$ cat src/hw/combinerPkg.sv
// Shared widths, register map, combining modes and reset values for the combiner RTL and testbench
`default_nettype none

package combinerPkg;

    // **************************************************
    // Data path widths
    // **************************************************
    localparam int sampleWidth  = 16;
    localparam int levelWidth   = 16;
    localparam int dataWidth    = 32;
    localparam int addrWidth    = 6;
    localparam int lagWidth     = 4;
    localparam int optionsWidth = 16;

    // Largest level, also the saturated magnitude of the most negative sample
    localparam logic [levelWidth-1:0] levelMax = 16'h7fff;

    // Allowed range of the level filter shift
    localparam logic [lagWidth-1:0] lagMin = 4'd1;
    localparam logic [lagWidth-1:0] lagMax = 4'd8;

    // **************************************************
    // Register reset defaults
    // **************************************************
    localparam logic [lagWidth-1:0]     lagReset     = 4'd4;
    localparam logic [levelWidth-1:0]   swLmtReset   = 16'h0100;
    localparam logic [optionsWidth-1:0] optionsReset = 16'h0000;

    // **************************************************
    // Host word addresses
    // **************************************************
    typedef enum logic [addrWidth-1:0] {
        combLagCoef    = 6'd0,
        combSweepLimit = 6'd4,
        combOptions    = 6'd5,
        combAgcDiff    = 6'd8
    } regAddr;

    // Combining mode, held in options bits 1:0
    typedef enum logic [1:0] {
        // Master channel passes straight through
        modeSelect    = 2'd0,
        // Average of both channels
        modeEqualGain = 2'd1,
        // Output muted
        modeOff       = 2'd2
    } combMode;

endpackage

`default_nettype wire

$ cat src/hw/channelLevel.sv
// Level detector for one receive channel: magnitude followed by a leaky integrator
`default_nettype none

module channelLevel (
    input  wire logic                                       busClk,
    input  wire logic                                       rstN,
    input  wire logic                                       sampleValid,
    input  wire logic signed [combinerPkg::sampleWidth-1:0] sample,
    input  wire logic        [combinerPkg::lagWidth-1:0]    lagShift,
    output logic             [combinerPkg::levelWidth-1:0]  level
);

    // Most negative sample code
    localparam logic signed [combinerPkg::sampleWidth-1:0] sampleMin =
        {1'b1, {(combinerPkg::sampleWidth-1){1'b0}}};

    logic        [combinerPkg::levelWidth-1:0] magnitude;
    logic signed [combinerPkg::levelWidth:0]   levelErr;
    logic signed [combinerPkg::levelWidth:0]   levelStep;
    logic signed [combinerPkg::levelWidth:0]   levelNext;

    // **************************************************
    // Magnitude with saturation
    // **************************************************
    always_comb begin
        if (sample == sampleMin) begin
            magnitude = combinerPkg::levelMax;
        end else if (sample[combinerPkg::sampleWidth-1]) begin
            magnitude = -sample;
        end else begin
            magnitude = sample;
        end
    end

    // **************************************************
    // Leaky integrator
    // **************************************************

    // One extra bit keeps the error signed
    assign levelErr  = $signed({1'b0, magnitude}) - $signed({1'b0, level});
    assign levelStep = levelErr >>> lagShift;

    // Step is at most half the error, so the sum stays in range
    assign levelNext = $signed({1'b0, level}) + levelStep;

    always_ff @(posedge busClk or negedge rstN) begin
        if (!rstN) begin
            level <= '0;
        end else if (sampleValid) begin
            level <= levelNext[combinerPkg::levelWidth-1:0];
        end
    end

    assert property (@(posedge busClk) disable iff (!rstN) level <= combinerPkg::levelMax)
        else $error("channelLevel: level above 32767");

endmodule

`default_nettype wire

$ cat src/hw/diversityCombine.sv
// Diversity decision block that forms the level differential, picks the master and combines samples
`default_nettype none

module diversityCombine (
    input  wire logic                                       busClk,
    input  wire logic                                       rstN,
    input  wire logic                                       sampleValid,
    input  wire logic signed [combinerPkg::sampleWidth-1:0] ch1Sample,
    input  wire logic signed [combinerPkg::sampleWidth-1:0] ch2Sample,
    input  wire logic        [combinerPkg::levelWidth-1:0]  level1,
    input  wire logic        [combinerPkg::levelWidth-1:0]  level2,
    input  wire logic        [combinerPkg::levelWidth-1:0]  swLmt,
    input  wire combinerPkg::combMode                       mode,
    output logic signed      [combinerPkg::sampleWidth-1:0] combinedSample,
    output logic                                            combinedValid,
    output logic             [combinerPkg::levelWidth-1:0]  agcDifferential,
    output logic                                            ch1IsMaster,
    output logic                                            combinerFlag
);

    // Two guard bits so the differences and the limit compare as signed
    localparam int cmpWidth = combinerPkg::levelWidth + 2;

    logic signed [cmpWidth-1:0]                   gap12;
    logic signed [cmpWidth-1:0]                   gap21;
    logic signed [cmpWidth-1:0]                   limit;
    logic signed [cmpWidth-1:0]                   absGap;
    logic                                         ch2Strong;
    logic                                         ch1Strong;
    logic                                         withinLmt;
    logic signed [combinerPkg::sampleWidth:0]     sampleSum;
    logic signed [combinerPkg::sampleWidth:0]     sampleHalf;
    logic signed [combinerPkg::sampleWidth-1:0]   combineNext;

    // **************************************************
    // Level comparison
    // **************************************************
    assign gap12 = $signed({2'b00, level1}) - $signed({2'b00, level2});
    assign gap21 = $signed({2'b00, level2}) - $signed({2'b00, level1});
    assign limit = $signed({2'b00, swLmt});

    assign absGap = gap12[cmpWidth-1] ? gap21 : gap12;

    // Hysteresis thresholds
    assign ch2Strong = gap21 > limit;
    assign ch1Strong = gap12 > limit;
    assign withinLmt = absGap <= limit;

    // **************************************************
    // Sample combining
    // **************************************************
    assign sampleSum  = ch1Sample + ch2Sample;
    assign sampleHalf = sampleSum >>> 1;

    // Master register still holds the choice made before this edge
    always_comb begin
        case (mode)
            combinerPkg::modeSelect: begin
                combineNext = ch1IsMaster ? ch1Sample : ch2Sample;
            end
            combinerPkg::modeEqualGain: begin
                combineNext = sampleHalf[combinerPkg::sampleWidth-1:0];
            end
            // Off and the unused code both mute
            default: begin
                combineNext = '0;
            end
        endcase
    end

    // **************************************************
    // Output registers
    // **************************************************
    always_ff @(posedge busClk or negedge rstN) begin
        if (!rstN) begin
            combinedValid   <= 1'b0;
            combinedSample  <= '0;
            agcDifferential <= '0;
            ch1IsMaster     <= 1'b1;
            combinerFlag    <= 1'b0;
        end else begin
            combinedValid <= sampleValid;
            if (sampleValid) begin
                combinedSample  <= combineNext;
                // Levels never exceed 32767, so the low half carries the sign
                agcDifferential <= gap12[combinerPkg::levelWidth-1:0];
                combinerFlag    <= withinLmt;
                if (ch2Strong) begin
                    ch1IsMaster <= 1'b0;
                end else if (ch1Strong) begin
                    ch1IsMaster <= 1'b1;
                end
            end
        end
    end

    // Switching the master needs a gap beyond the limit and so a clear flag
    assert property (@(posedge busClk) disable iff (!rstN)
        $changed(ch1IsMaster) |-> !combinerFlag)
        else $error("diversityCombine: master switched while combinerFlag is set");

endmodule

`default_nettype wire

$ cat src/hw/combinerRegs.sv
// Host register file of the combiner with byte-lane writes and combinational status readback
`default_nettype none

module combinerRegs (
    input  wire logic                                  busClk,
    input  wire logic                                  rstN,
    input  wire logic [combinerPkg::addrWidth-1:0]     addr,
    input  wire logic [combinerPkg::dataWidth-1:0]     dataIn,
    input  wire logic                                  cs,
    input  wire logic                                  wr0,
    input  wire logic                                  wr1,
    input  wire logic                                  wr2,
    input  wire logic                                  wr3,
    input  wire logic                                  realLock,
    input  wire logic                                  imagLock,
    input  wire logic                                  ch1IsMaster,
    input  wire logic                                  combinerFlag,
    input  wire logic [combinerPkg::levelWidth-1:0]    agcDifferential,
    output logic      [combinerPkg::dataWidth-1:0]     dataOut,
    output logic      [combinerPkg::lagWidth-1:0]      lagShift,
    output logic      [combinerPkg::levelWidth-1:0]    swLmt,
    output combinerPkg::combMode                       mode
);

    // Stored fields
    logic [combinerPkg::lagWidth-1:0]     lag;
    logic [combinerPkg::optionsWidth-1:0] options;

    // Both carrier loops must be in lock
    logic locked;

    assign locked = realLock & imagLock;

    // **************************************************
    // Byte-lane writes
    // **************************************************
    always_ff @(posedge busClk or negedge rstN) begin
        if (!rstN) begin
            lag     <= combinerPkg::lagReset;
            swLmt   <= combinerPkg::swLmtReset;
            options <= combinerPkg::optionsReset;
        end else if (cs) begin
            // Lane 0
            if (wr0) begin
                case (addr)
                    combinerPkg::combLagCoef:    lag         <= dataIn[3:0];
                    combinerPkg::combSweepLimit: swLmt[7:0]  <= dataIn[7:0];
                    default: ;
                endcase
            end
            // Lane 1
            if (wr1) begin
                case (addr)
                    combinerPkg::combSweepLimit: swLmt[15:8] <= dataIn[15:8];
                    default: ;
                endcase
            end
            // Lanes 2 and 3 carry the options half-word
            if (wr2) begin
                case (addr)
                    combinerPkg::combOptions: options[7:0] <= dataIn[23:16];
                    default: ;
                endcase
            end
            if (wr3) begin
                case (addr)
                    combinerPkg::combOptions: options[15:8] <= dataIn[31:24];
                    default: ;
                endcase
            end
        end
    end

    // **************************************************
    // Control outputs
    // **************************************************

    // Stored lag reads back raw, the filter sees it clamped
    always_comb begin
        if (lag < combinerPkg::lagMin) begin
            lagShift = combinerPkg::lagMin;
        end else if (lag > combinerPkg::lagMax) begin
            lagShift = combinerPkg::lagMax;
        end else begin
            lagShift = lag;
        end
    end

    // Undefined code 3 is handled as off downstream
    assign mode = combinerPkg::combMode'(options[1:0]);

    // **************************************************
    // Readback
    // **************************************************
    always_comb begin
        dataOut = '0;
        if (cs) begin
            case (addr)
                combinerPkg::combLagCoef: begin
                    dataOut = {realLock, imagLock, locked, combinerFlag, ch1IsMaster,
                               23'd0, lag};
                end
                combinerPkg::combSweepLimit,
                combinerPkg::combOptions: begin
                    dataOut = {options, swLmt};
                end
                combinerPkg::combAgcDiff: begin
                    dataOut = {16'd0, agcDifferential};
                end
                default: begin
                    dataOut = '0;
                end
            endcase
        end
    end

    // Mode and options change only through a host write to their lanes
    assert property (@(posedge busClk) disable iff (!rstN)
        $changed(options) |-> $past(cs && (wr2 || wr3) && addr == combinerPkg::combOptions))
        else $error("combinerRegs: options changed without a host write");

endmodule

`default_nettype wire

$ cat src/hw/combinerTop.sv
// Combiner subsystem top, two level detectors, the decision block and the host registers
`default_nettype none

module combinerTop (
    input  wire logic                                       busClk,
    input  wire logic                                       rstN,
    input  wire logic        [combinerPkg::addrWidth-1:0]   addr,
    input  wire logic        [combinerPkg::dataWidth-1:0]   dataIn,
    input  wire logic                                       cs,
    input  wire logic                                       wr0,
    input  wire logic                                       wr1,
    input  wire logic                                       wr2,
    input  wire logic                                       wr3,
    output logic             [combinerPkg::dataWidth-1:0]   dataOut,
    input  wire logic                                       sampleValid,
    input  wire logic signed [combinerPkg::sampleWidth-1:0] ch1Sample,
    input  wire logic signed [combinerPkg::sampleWidth-1:0] ch2Sample,
    input  wire logic                                       realLock,
    input  wire logic                                       imagLock,
    output logic signed      [combinerPkg::sampleWidth-1:0] combinedSample,
    output logic                                            combinedValid
);

    // Register controls
    logic [combinerPkg::lagWidth-1:0]   lagShift;
    logic [combinerPkg::levelWidth-1:0] swLmt;
    combinerPkg::combMode               mode;

    // Channel levels and decision status
    logic [combinerPkg::levelWidth-1:0] level1;
    logic [combinerPkg::levelWidth-1:0] level2;
    logic [combinerPkg::levelWidth-1:0] agcDifferential;
    logic                               ch1IsMaster;
    logic                               combinerFlag;

    // **************************************************
    // Level detectors
    // **************************************************
    channelLevel u_level1 (
        .busClk      (busClk),
        .rstN        (rstN),
        .sampleValid (sampleValid),
        .sample      (ch1Sample),
        .lagShift    (lagShift),
        .level       (level1)
    );

    channelLevel u_level2 (
        .busClk      (busClk),
        .rstN        (rstN),
        .sampleValid (sampleValid),
        .sample      (ch2Sample),
        .lagShift    (lagShift),
        .level       (level2)
    );

    // **************************************************
    // Decision and host access
    // **************************************************
    diversityCombine u_diversityCombine (
        .busClk          (busClk),
        .rstN            (rstN),
        .sampleValid     (sampleValid),
        .ch1Sample       (ch1Sample),
        .ch2Sample       (ch2Sample),
        .level1          (level1),
        .level2          (level2),
        .swLmt           (swLmt),
        .mode            (mode),
        .combinedSample  (combinedSample),
        .combinedValid   (combinedValid),
        .agcDifferential (agcDifferential),
        .ch1IsMaster     (ch1IsMaster),
        .combinerFlag    (combinerFlag)
    );

    combinerRegs u_combinerRegs (
        .busClk          (busClk),
        .rstN            (rstN),
        .addr            (addr),
        .dataIn          (dataIn),
        .cs              (cs),
        .wr0             (wr0),
        .wr1             (wr1),
        .wr2             (wr2),
        .wr3             (wr3),
        .realLock        (realLock),
        .imagLock        (imagLock),
        .ch1IsMaster     (ch1IsMaster),
        .combinerFlag    (combinerFlag),
        .agcDifferential (agcDifferential),
        .dataOut         (dataOut),
        .lagShift        (lagShift),
        .swLmt           (swLmt),
        .mode            (mode)
    );

endmodule

`default_nettype wire

$ cat config.mk
export PLATFORM = sky130hd
export DESIGN_NAME = combinerTop
export DESIGN_NICKNAME = d
export VERILOG_FILES = /design/src/hw/combinerPkg.sv /design/src/hw/channelLevel.sv /design/src/hw/diversityCombine.sv /design/src/hw/combinerRegs.sv /design/src/hw/combinerTop.sv
export SDC_FILE = /design/constraint.sdc
export NUM_CORES = 1
export LEC_CHECK = 0
export BUFFER_PORTS_ARGS = -buffer_cell sky130_fd_sc_hd__buf_2
export CAP_MARGIN = 10
export CORE_UTILIZATION = 42
export CTS_BUF_LIST = sky130_fd_sc_hd__clkbuf_16
export DETAILED_ROUTE_END_ITERATION = 10
export GPL_TIMING_DRIVEN = 1
export RECOVER_POWER = 25
export SYNTH_ARGS = -nofsm -noshare
export SYNTH_HDL_FRONTEND = slang
export SYNTH_HIERARCHICAL = 1
export SYNTH_SLANG_ARGS = --single-unit
$ cat constraint.sdc
create_clock -name busClk -period 8.21 [get_ports busClk]
set_clock_uncertainty 0.15 [all_clocks]
set_input_delay 0.821 -clock busClk [delete_from_list [all_inputs] [get_ports busClk]]
set_output_delay 0.821 -clock busClk [all_outputs]
set_load 0.03 [all_outputs]
**After elaboration in Yosys (flattened, before gate mapping)**

Cells that the tools add are included.

- Add/subtract/negate cells: 9
- Order comparisons: 5
- Equality and inequality tests: 6
- Shift-type cells: 2
- Mux-type cells: 13
- Bitwise gates (word level): 1
- Reduce and logical (&&, ||, !) cells: 10

Operators with widths:

| kind | count |
|---|---|
| $pmux 32 s3 | 1 |
| $mux 16 | 5 |
| $sub 16x16->17 | 4 |
| $gt 18x17->1 | 2 |
| $sshr 17x4->16 | 2 |
| $add 16x16->16 | 2 |
| $eq 16x16->1 const B | 2 |
| $mux 32 | 1 |
| $neg 16->16 | 2 |
| $pmux 16 s2 | 1 |
| $le 18x17->1 | 1 |
| $mux 18 | 1 |
| $add 16x16->17 | 1 |
| $reduce_and 3->1 | 5 |
| $eq 6x3->1 const B | 2 |
| $mux 4 | 2 |
| $eq 6x4->1 const B | 1 |
| $logic_not 6->1 | 1 |
| $gt 4x4->1 const B | 1 |
| $lt 4x1->1 const B | 1 |
| $eq 2x1->1 const B | 1 |
| $logic_not 2->1 | 1 |
| $mux 1 | 2 |
| $reduce_and 2->1 | 1 |
| 3 further kinds | 3 |

- Bits in registers: 103
- Input port bits: 80
- Output and inout bits: 49
- Logic and storage cells: 58

**Longest topological paths before layout**

Gate-level depths: netlist of the first run.

- Depth in word-level cells: 6
- Gate-level depth with buffers: 30
- Mapped depth without buffers: 29

**Modules after synthesis**

Netlist of the first run, hierarchy kept.

Modules (own cells, without submodules):

| module | times used | cells each | area an instance (µm²) | sequential area each (µm²) |
|---|---|---|---|---|
| diversityCombine | 1 | 633 | 5,246.3 | 877.1 |
| channelLevel (u_level1) | 1 | 488 | 3,467.1 | 400.4 |
| channelLevel (u_level2) | 1 | 457 | 3,460.8 | 400.4 |
| combinerRegs | 1 | 190 | 2,037.0 | 903.4 |

**Worst setup path before layout of the first run**

No wires, ideal clock.

- Path type: input to register
- Start point: input port ch1Sample[5] (netlist bit)
- End point: register u_level1/level[14] (netlist bit)
- Data arrival time: 7,090 ps
- Data required time: 7,924 ps
- Setup slack: 834 ps
- Stages on the path: 28
- Path buffers: 1
- Cell sequence: or3_1 or4_1 nor4_1 nand2_1 or2_1 clkbuf_1 nand2_1 ha_1 a21oi_1 and2_1 a21o_1 a31oi_1 or4_1 nand2_1 mux4_2 o21ai_1 mux2_2 ha_1 fa_1 a21o_1 a21oi_1 o21ai_0 o41ai_1 o211ai_1 a31o_2 a21oi_1 xor2_1 mux2i_1

- Word-level cells in the longest chain between the ends: 6

Ends and longest elaborated chain:

| what | RTL line | text |
|---|---|---|
| start, declared | combinerTop.sv:16 | `input wire logic signed [combinerPkg::sampleWidth-1:0] ch1Sample,` |
| $neg 16->16 | channelLevel.sv:29 | `magnitude = -sample;` |
| $mux 16 | channelLevel.sv:28 | `end else if (sample[combinerPkg::sampleWidth-1]) begin` |
| $mux 16 * | channelLevel.sv:26 | `if (sample == sampleMin) begin` |
| $sub 16x16->17 * | channelLevel.sv:40 | `assign levelErr = $signed({1'b0, magnitude}) - $signed({1'b0, level});` |
| $sshr 17x4->16 * | channelLevel.sv:41 | `assign levelStep = levelErr >>> lagShift;` |
| $add 16x16->16 * | channelLevel.sv:44 | `assign levelNext = $signed({1'b0, level}) + levelStep;` |
| end signal, assigned | channelLevel.sv:50 | `level <= levelNext[combinerPkg::levelWidth-1:0];` |
| end, declared | channelLevel.sv:10 | `output logic [combinerPkg::levelWidth-1:0] level` |

Mark *: on every way between the ends. The rest lies on a longest branch, timed or not.
A chain may end at the register's enable or synchronous reset.

**Worst setup path in the final report of the first run**

Same ends and word-level chain as after synthesis.

==> results of run 1 <==
==> final cells by class <==
cell class,count,area (um2),share of cell area [%]
antenna,1,2.50,0.0163
tap,442,553,3.59
sequential,103,2580,16.8
clock buffer,9,225,1.46
timing repair buffer,139,703,4.57
inverter,121,454,2.95
multi-input combinational,1452,10800,70.1
clock inverter,7,90.1,0.585
==> critical path: cells and delay by family <==
kind            cells  cell delay (ns)
mux                 3             0.69
compound gates     11             2.01
xor+xnor            1             0.16
simple gates        9             2.82
fa+ha+maj           3             0.93
buf+inv             2             0.32
==> logic make-up (layout without fill, tap and decap cells) <==
| group | Yosys count | count (layout) | share of synthesized area [%] |
|---|---|---|---|
| other | 0 | 1 | 0 |
| AND/OR/NAND/NOR | 531 | 531 | 18.7 |
| AO/OA/AOI/OAI | 522 | 522 | 25.2 |
| multiplexers | 131 | 131 | 10.6 |
| XOR/XNOR | 103 | 103 | 6.40 |
| buffers and inverters | 213 | 276 | 6.07 |
| flip-flops | 103 | 103 | 18.2 |
| adder cells (fa/ha/maj) | 165 | 165 | 14.9 |
==> registers in the layout (all words and copies together), names as in the netlist, 4 cells and up <==
signal                              cells
u_combinerRegs/swLmt                   16
u_level2/level                         16
u_level1/level                         16
u_diversityCombine/agcDifferential     16
u_diversityCombine/combinedSample      16
u_combinerRegs/lag                      4
u_combinerRegs/options                 16
==> final timing paths <==
check	endpoint	slack (ns)	start
worst max-delay path	u_level1/level[14]	0.55	ch1Sample[5]
max in group asynchronous	u_diversityCombine/combinedSample[4]	4.96	rstN
worst max register to register	u_level1/level[14]	2.27	u_level1/level[1]
worst min register to register	u_diversityCombine/combinedSample[5]	0.34	u_diversityCombine/combinedSample[5]
worst min-delay path	u_diversityCombine/combinedSample[5]	0.34	u_diversityCombine/combinedSample[5]
min in group asynchronous	u_diversityCombine/combinerFlag	1.05	rstN
==> per-stage QoR <==
stage	hold slack [ns]	util (%)	cells	setup slack (ns)	cell area (um2)
finish	0.339	46.7	2274	0.545	15400
global route	0.360	46.7	2273	0.0566	15400
CTS	0.299	46.8	2273	0.676	15400
detailed placement	0.319	45.8	2257	0.294	15100
global placement	0.312	45.8	2257	0.391	15100
floorplan	0.301	-	1768	0.834	14200
==> synthesized netlist by cell type, types with 9 or more instances <==
cell type,n,area [um2]
sky130_fd_sc_hd__ha_1,158,1980
sky130_fd_sc_hd__o211ai_1,17,128
sky130_fd_sc_hd__a21oi_1,105,526
sky130_fd_sc_hd__nor3_1,34,170
sky130_fd_sc_hd__a22oi_1,21,158
sky130_fd_sc_hd__clkbuf_1,65,244
sky130_fd_sc_hd__a21o_1,48,360
sky130_fd_sc_hd__and3_1,22,138
sky130_fd_sc_hd__o22ai_1,12,75.1
sky130_fd_sc_hd__buf_2,15,75.1
sky130_fd_sc_hd__nand4_1,19,119
sky130_fd_sc_hd__inv_1,117,439
sky130_fd_sc_hd__xor2_1,53,464
sky130_fd_sc_hd__o221ai_1,10,87.6
sky130_fd_sc_hd__or3_1,11,68.8
sky130_fd_sc_hd__o21a_1,30,225
sky130_fd_sc_hd__a211oi_1,26,195
sky130_fd_sc_hd__o31ai_1,16,120
sky130_fd_sc_hd__o21ai_1,9,45.0
sky130_fd_sc_hd__and2_1,18,113
sky130_fd_sc_hd__a211o_1,9,78.8
sky130_fd_sc_hd__nand2_1,129,484
sky130_fd_sc_hd__mux2i_1,46,460
sky130_fd_sc_hd__nand3_1,80,400
sky130_fd_sc_hd__a31oi_1,21,131
sky130_fd_sc_hd__dfrtp_1,100,2500
sky130_fd_sc_hd__o21ai_0,100,500
sky130_fd_sc_hd__nor2_1,126,473
sky130_fd_sc_hd__o21bai_1,12,90.1
sky130_fd_sc_hd__mux2_2,69,777
sky130_fd_sc_hd__nand2b_1,17,106
sky130_fd_sc_hd__nor2b_1,26,163
sky130_fd_sc_hd__or2_2,11,68.8
sky130_fd_sc_hd__xnor2_1,49,429
==> routing by layer <==
metal  vias up  part of all wire [%]
li1       6615                     -
met1      6421                    46
met2       458                    45
met3        70                   6.0
met4         0                   3.3
met5         -                     0
==> results_tabular.tex, run 1 <==
\begin{tabular}{lr}
\hline
Metric & Value \\
\hline
\multicolumn{2}{l}{\textbf{Route}} \\
\quad Routed length per instance & $\sim$19 um \\
\quad Iteration count of the initial detailed-routing pass & 5 \\
\quad Number of DRC violations after detailed-routing iteration 0 & between 900 and 1000 \\
\quad Drt drc & 0 \\
\quad Vias/cell & between 5 and 6 \\
\quad Vias after detailed routing & 13600 \\
\quad Number of nets still failing antenna checks after routing & 0 \\
\quad Final WL & about 44000 um \\
\multicolumn{2}{l}{\textbf{Finish}} \\
\quad Area grow syn2layout & 8.33\% \\
\quad Most frequent standard cell in the layout excluding fill and tap cells & sky130\_fd\_sc\_hd\_\_ha\_1 \\
\quad Most frequent cells in the layout & 158 x sky130\_fd\_sc\_hd\_\_ha\_1, 129 x sky130\_fd\_sc\_hd\_\_nand2\_1, 125 x sky130\_fd\_sc\_hd\_\_nor2\_1, 117 x sky130\_fd\_sc\_hd\_\_inv\_1, 112 x sky130\_fd\_sc\_hd\_\_buf\_2 \\
\quad Fin nets & between 2000 and 2500 \\
\quad Fraction of layout cells with a size suffix above 1 & approximately 14\% \\
\quad Filler cell count in the final layout & approximately 3300 \\
\multicolumn{2}{l}{\textbf{Worst setup path}} \\
\quad CP max-delay cell & sky130\_fd\_sc\_hd\_\_or4\_1 \\
\quad Setup Crit Path Kind & in -> reg \\
\quad Crit path max fanout & 14 \\
\quad Data required time at the worst endpoint & 8.31 ns \\
\quad Reg2reg path depth & 23 \\
\quad Sort of element at the end of the critical path & flip-flop \\
\quad Startpoint type of the worst setup path & primary input \\
\quad Delay of the slowest critical-path stage & roughly 0.48 ns \\
\quad Data arrival at the endpoint of the critical path & between 7 and 8 ns \\
\multicolumn{2}{l}{\textbf{Run status}} \\
\quad Violations in the final reports & max-capacitance violations, max-slew violations \\
\quad Result of the run & finished, violations left \\
\multicolumn{2}{l}{\textbf{STA}} \\
\quad Max Freq & about 130 MHz \\
\quad Period minus WS final & 7.66 ns \\
\quad Setup violations, final & 0 \\
\quad Final Hold Vio Count & 0 \\
\quad Sum of negative setup slack & 0 ns \\
\quad Setup repair after global routing missed its margin & no \\
\quad Final max-slew violation count & between 40 and 50 \\
\quad Part of the cycle the worst path needs & about 93\% \\
\quad Actual slew at the worst max-slew pin & around 2.5 ns \\
\quad Max-slew headroom at the worst pin & -65.0\% \\
\multicolumn{2}{l}{\textbf{Synth}} \\
\quad Dominant synthesized flop cell & sky130\_fd\_sc\_hd\_\_dfrtp\_1 \\
\quad Post-Syn Nets & a little over 2000 \\
\quad Per-instance average area after synthesis & between 8 and 9 um2 \\
\quad Post-synth EDFFs & 0 \\
\quad Fraction of registers with async set or reset after synthesis & 100\% \\
\quad Number of synthesized register bits & $\sim$100 \\
\quad Yosys warnings & 6 \\
\quad Post-synthesis instance area & roughly 0.014 mm2 \\
\quad Instance count of the mapped netlist & between 1500 and 2000 \\
\quad Register area share after synthesis & between 15 and 20\% \\
\quad Yosys cell types & 95 \\
\multicolumn{2}{l}{\textbf{GRT}} \\
\quad Met3 usage in global routing & 3.46\% \\
\quad Met2 Resource Use GR & 41.8\% \\
\quad Gr usage total & between 20\% and 30\% \\
\quad Layer carrying the most global-route usage & met2 \\
\quad First-pass GRT wire length & roughly 70000 um \\
\quad Number of antenna violations at the first check in global routing & 0 \\
\quad Sum of overflow across all layers after global routing & 0 \\
\quad Maximum number of pins on one net before global-route repair & slightly below 60 \\
\quad Met1 global-route usage & roughly 34\% \\
\quad Number of global-route vias before repair & $\sim$13000 \\
\multicolumn{2}{l}{\textbf{Place}} \\
\quad Global placer's final weighted congestion & roughly 0.94 \\
\quad Final HPWL DP & around 35000 um \\
\quad Port Buf Inserts & 128 \\
\multicolumn{2}{l}{\textbf{Floorplanning}} \\
\quad Die extent in y & 186 um \\
\quad Row count & 66 \\
\quad Area of the placeable core & about 0.033 mm2 \\
\quad Initial Utilization & roughly 43\% \\
\quad \# IOs & 129 \\
\quad Die width & roughly 190 um \\
\quad Area enclosed by the die boundary & 0.0346 mm2 \\
\multicolumn{2}{l}{\textbf{Clock tree}} \\
\quad CTS Buf Count & 9 \\
\quad Max clock buf depth & 2 \\
\quad Total of cells resized after clock tree synthesis & 0 \\
\quad Clock root cell & sky130\_fd\_sc\_hd\_\_clkbuf\_16 \\
\quad CTS tree & done \\
\quad Maximum level of the CTS H-tree & 3 \\
\quad Count of hold-fix buffers inserted at cts & 0 \\
\quad Source-to-sink clock delay at the later pin of the worst-skew pair & 0.38 ns \\
\quad Post-CTS setup-driven buffer insertion count & 0 \\
\quad Clock-pin transition on the worst setup and hold timing paths & $\sim$0.090 ns \\
\quad Clock Sinks & just over 100 \\
\multicolumn{2}{l}{\textbf{Min path}} \\
\quad Tightest Hold Check Type & reg -> reg \\
\quad Worst hold path stage count & 1 \\
\multicolumn{2}{l}{\textbf{Flow run}} \\
\quad Count of max-cap constraint violations & 1 \\
\hline
\end{tabular}
Power of run 1 is not shown: default switching activity piles up to over one toggle a cycle in this logic, so the estimate is an artifact.
==> run 2, diff against run 1 <==
CELL_PAD_IN_SITES_DETAIL_PLACEMENT = 0   (was default)
CELL_PAD_IN_SITES_GLOBAL_PLACEMENT = 1   (was default)
CTS_BUF_LIST = sky130_fd_sc_hd__clkbuf_8 sky130_fd_sc_hd__clkbuf_16   (was sky130_fd_sc_hd__clkbuf_16)
PLACE_DENSITY_LB_ADDON = 0.1   (was default)
==> results_tabular.tex, run 2 (synthesis results as in run 1) <==
\begin{tabular}{lr}
\hline
Metric & Value \\
\hline
\multicolumn{2}{l}{\textbf{STA}} \\
\quad Setup violations, final & 0 (unchanged) \\
\quad Max Freq & 130 MHz (-0.71\%) \\
\quad Sum of negative setup slack & 0 ns (unchanged) \\
\quad Actual slew at the worst max-slew pin & 3.41 ns (+0.937 ns) \\
\quad Max-slew headroom at the worst pin & -127\% (-62 points) \\
\quad Final Hold Vio Count & 0 (unchanged) \\
\quad Final max-slew violation count & 106 (+130\%) \\
\quad Setup repair after global routing missed its margin & no \\
\quad Part of the cycle the worst path needs & 94.0\% (+0.67 points) \\
\quad WHS & 0.342 ns (+0.00327 ns) \\
\quad Period minus WS final & 7.72 ns (+0.0546 ns) \\
\multicolumn{2}{l}{\textbf{Route}} \\
\quad Number of DRC violations after detailed-routing iteration 0 & 981 (+0.10\%) \\
\quad Vias/cell & 5.97 (+0.11\%) \\
\quad Final WL & 45900 um (+5.3\%) \\
\quad Drt drc & 0 (unchanged) \\
\quad Routed length per instance & 20.1 um (+5.1\%) \\
\quad Iteration count of the initial detailed-routing pass & 5 (unchanged) \\
\quad Vias after detailed routing & 13600 (+0.29\%) \\
\quad Number of nets still failing antenna checks after routing & 0 (unchanged) \\
\multicolumn{2}{l}{\textbf{Clock tree}} \\
\quad Maximum level of the CTS H-tree & 3 (unchanged) \\
\quad Count of hold-fix buffers inserted at cts & 0 (unchanged) \\
\quad Clock-pin transition on the worst setup and hold timing paths & 0.09 ns (about the same) \\
\quad Clock root cell & sky130\_fd\_sc\_hd\_\_clkbuf\_16 \\
\quad Post-CTS setup-driven buffer insertion count & 0 (unchanged) \\
\quad Max clock buf depth & 2 (unchanged) \\
\quad CTS tree & done \\
\quad CTS Buf Count & 9 (unchanged) \\
\quad Source-to-sink clock delay at the later pin of the worst-skew pair & 0.38 ns (about the same) \\
\quad Clock Sinks & 103 (unchanged) \\
\multicolumn{2}{l}{\textbf{GRT}} \\
\quad Maximum number of pins on one net before global-route repair & 66 (+12\%) \\
\quad Sum of overflow across all layers after global routing & 0 (unchanged) \\
\quad Gr usage total & 26.8\% (+1.3 points) \\
\quad Number of antenna violations at the first check in global routing & 0 (unchanged) \\
\quad Number of global-route vias before repair & 12700 (-1.9\%) \\
\quad First-pass GRT wire length & 71500 um (+3.5\%) \\
\multicolumn{2}{l}{\textbf{Min path}} \\
\quad Tightest Hold Check Type & reg -> reg \\
\quad Worst hold path stage count & 1 (unchanged) \\
\multicolumn{2}{l}{\textbf{Floorplanning}} \\
\quad Die width & 186 um (unchanged) \\
\quad Initial Utilization & 43.1\% (unchanged) \\
\quad \# IOs & 129 (unchanged) \\
\quad Row count & 66 (unchanged) \\
\quad Area of the placeable core & 0.0329 mm2 (unchanged) \\
\quad Die extent in y & 186 um (unchanged) \\
\quad Area enclosed by the die boundary & 0.0346 mm2 (unchanged) \\
\multicolumn{2}{l}{\textbf{Place}} \\
\quad Port Buf Inserts & 128 (unchanged) \\
\quad Placement Cell Area & 0.0151 mm2 (+0.25\%) \\
\quad Global placer's final weighted congestion & 0.915 (-2.5\%) \\
\quad Final HPWL DP & 36800 um (+6.0\%) \\
\multicolumn{2}{l}{\textbf{Finish}} \\
\quad Final instance area & 0.0154 mm2 (+0.34\%) \\
\quad Area grow syn2layout & 8.70\% \\
\quad Total inserted antenna cells & 0 (-1) \\
\quad Most frequent standard cell in the layout excluding fill and tap cells & sky130\_fd\_sc\_hd\_\_ha\_1 \\
\quad Fin nets & 2076 (+0.24\%) \\
\quad Most frequent cells in the layout & 158 x sky130\_fd\_sc\_hd\_\_ha\_1, 129 x sky130\_fd\_sc\_hd\_\_nand2\_1, 125 x sky130\_fd\_sc\_hd\_\_nor2\_1, 118 x sky130\_fd\_sc\_hd\_\_inv\_1, 113 x sky130\_fd\_sc\_hd\_\_buf\_2 \\
\quad Filler cell count in the final layout & 3308 (-0.18\%) \\
\quad Fraction of layout cells with a size suffix above 1 & 14.8\% (+0.40 points) \\
\multicolumn{2}{l}{\textbf{Flow run}} \\
\quad Count of max-cap constraint violations & 2 (+1) \\
\multicolumn{2}{l}{\textbf{Worst setup path}} \\
\quad Data arrival at the endpoint of the critical path & 7.84 ns (+0.08 ns) \\
\quad Startpoint type of the worst setup path & primary input \\
\quad Sort of element at the end of the critical path & flip-flop \\
\quad Data required time at the worst endpoint & 8.34 ns (+0.03 ns) \\
\quad Setup Crit Path Kind & in -> reg \\
\quad Crit path max fanout & 11 (-3) \\
\quad Reg2reg path depth & 20 (-13\%) \\
\multicolumn{2}{l}{\textbf{Run status}} \\
\quad Result of the run & finished, violations left \\
\quad Violations in the final reports & max-capacitance violations, max-slew violations \\
\hline
\end{tabular}
[run 2: cell count changes in the layout (fill, tap and decap cells not counted), sizes merged]
cell	previous run	this run
clkbuf	25	24
diode	1	0
buf	123	129
[run 2: metrics by stage]
stage	std cells	util (%)	setup slack (ns)
final	2278	46.9	0.491
after global routing	2278	46.9	0.0502
after CTS	2278	46.9	0.488
after detailed placement	2262	45.9	0.119
after global placement	2262	45.9	0.289
after floorplan	1768	-	0.834
[run 2: timing repair]
item,4_1_cts,5_1_grt
hold endpoints to repair,0,0
gates resized for setup,0,2
endpoints found under the setup margin,0,2
[run 2: critical path, stage by stage]
cell,delay (ns)
sky130_fd_sc_hd__buf_2,0.13
sky130_fd_sc_hd__or3_1,0.42
sky130_fd_sc_hd__or4_1,0.49
sky130_fd_sc_hd__nor4_1,0.30
sky130_fd_sc_hd__nand2_1,0.17
sky130_fd_sc_hd__or2_0,0.42
sky130_fd_sc_hd__and2_1,0.27
sky130_fd_sc_hd__ha_1,0.19
sky130_fd_sc_hd__inv_1,0.06
sky130_fd_sc_hd__fa_1,0.23
sky130_fd_sc_hd__a211o_1,0.21
sky130_fd_sc_hd__a21oi_1,0.11
sky130_fd_sc_hd__o21ai_1,0.37
sky130_fd_sc_hd__a2111oi_2,0.15
sky130_fd_sc_hd__o21ai_1,0.50
sky130_fd_sc_hd__o21bai_1,0.21
sky130_fd_sc_hd__mux4_2,0.52
sky130_fd_sc_hd__ha_1,0.33
sky130_fd_sc_hd__o211ai_1,0.11
sky130_fd_sc_hd__o21ai_1,0.14
sky130_fd_sc_hd__nor3_1,0.25
sky130_fd_sc_hd__o31ai_1,0.12
sky130_fd_sc_hd__buf_4,0.15
sky130_fd_sc_hd__nor4_1,0.33
sky130_fd_sc_hd__o31a_1,0.23
sky130_fd_sc_hd__mux4_2,0.49
sky130_fd_sc_hd__o211ai_1,0.10
[run 2: final cells by class]
| cell class | instances | area, um2 | share of cell area, % |
|---|---|---|---|
| Clock buffer | 9 | 225 | 1.46 |
| Multi-Input combinational cell | 1452 | 10800 | 69.9 |
| Tap cell | 442 | 553 | 3.58 |
| Inverter | 121 | 454 | 2.94 |
| Sequential cell | 103 | 2580 | 16.7 |
| Clock inverter | 7 | 93.8 | 0.607 |
| Timing Repair Buffer | 144 | 742 | 4.80 |
[run 2: final timing paths]
check / start / end / slack [ns]
max: ch2Sample[5] / u_level2/level[15] / 0.49
min: u_diversityCombine/combinedSample[5] / u_diversityCombine/combinedSample[5] / 0.34
max reg2reg: u_level2/level[1] / u_level2/level[15] / 2.32
min reg2reg: u_diversityCombine/combinedSample[5] / u_diversityCombine/combinedSample[5] / 0.34
max in group asynchronous: rstN / u_level2/level[15] / 2.58
min in group asynchronous: rstN / u_diversityCombine/combinedValid / 1.10
[run 2: routing by layer]
| layer | vias up | GRT usage (%) | routed length [um] |
|---|---|---|---|
| met3 | 49 | 2.68 | 2230 |
| met2 | 404 | 45.1 | 21200 |
| met5 | - | 0 | 0 |
| met1 | 6517 | 36.2 | 21400 |
| met4 | 0 | 7.74 | 1040 |
| li1 | 6633 | - | - |
Power of run 2 is left out for the same reason.
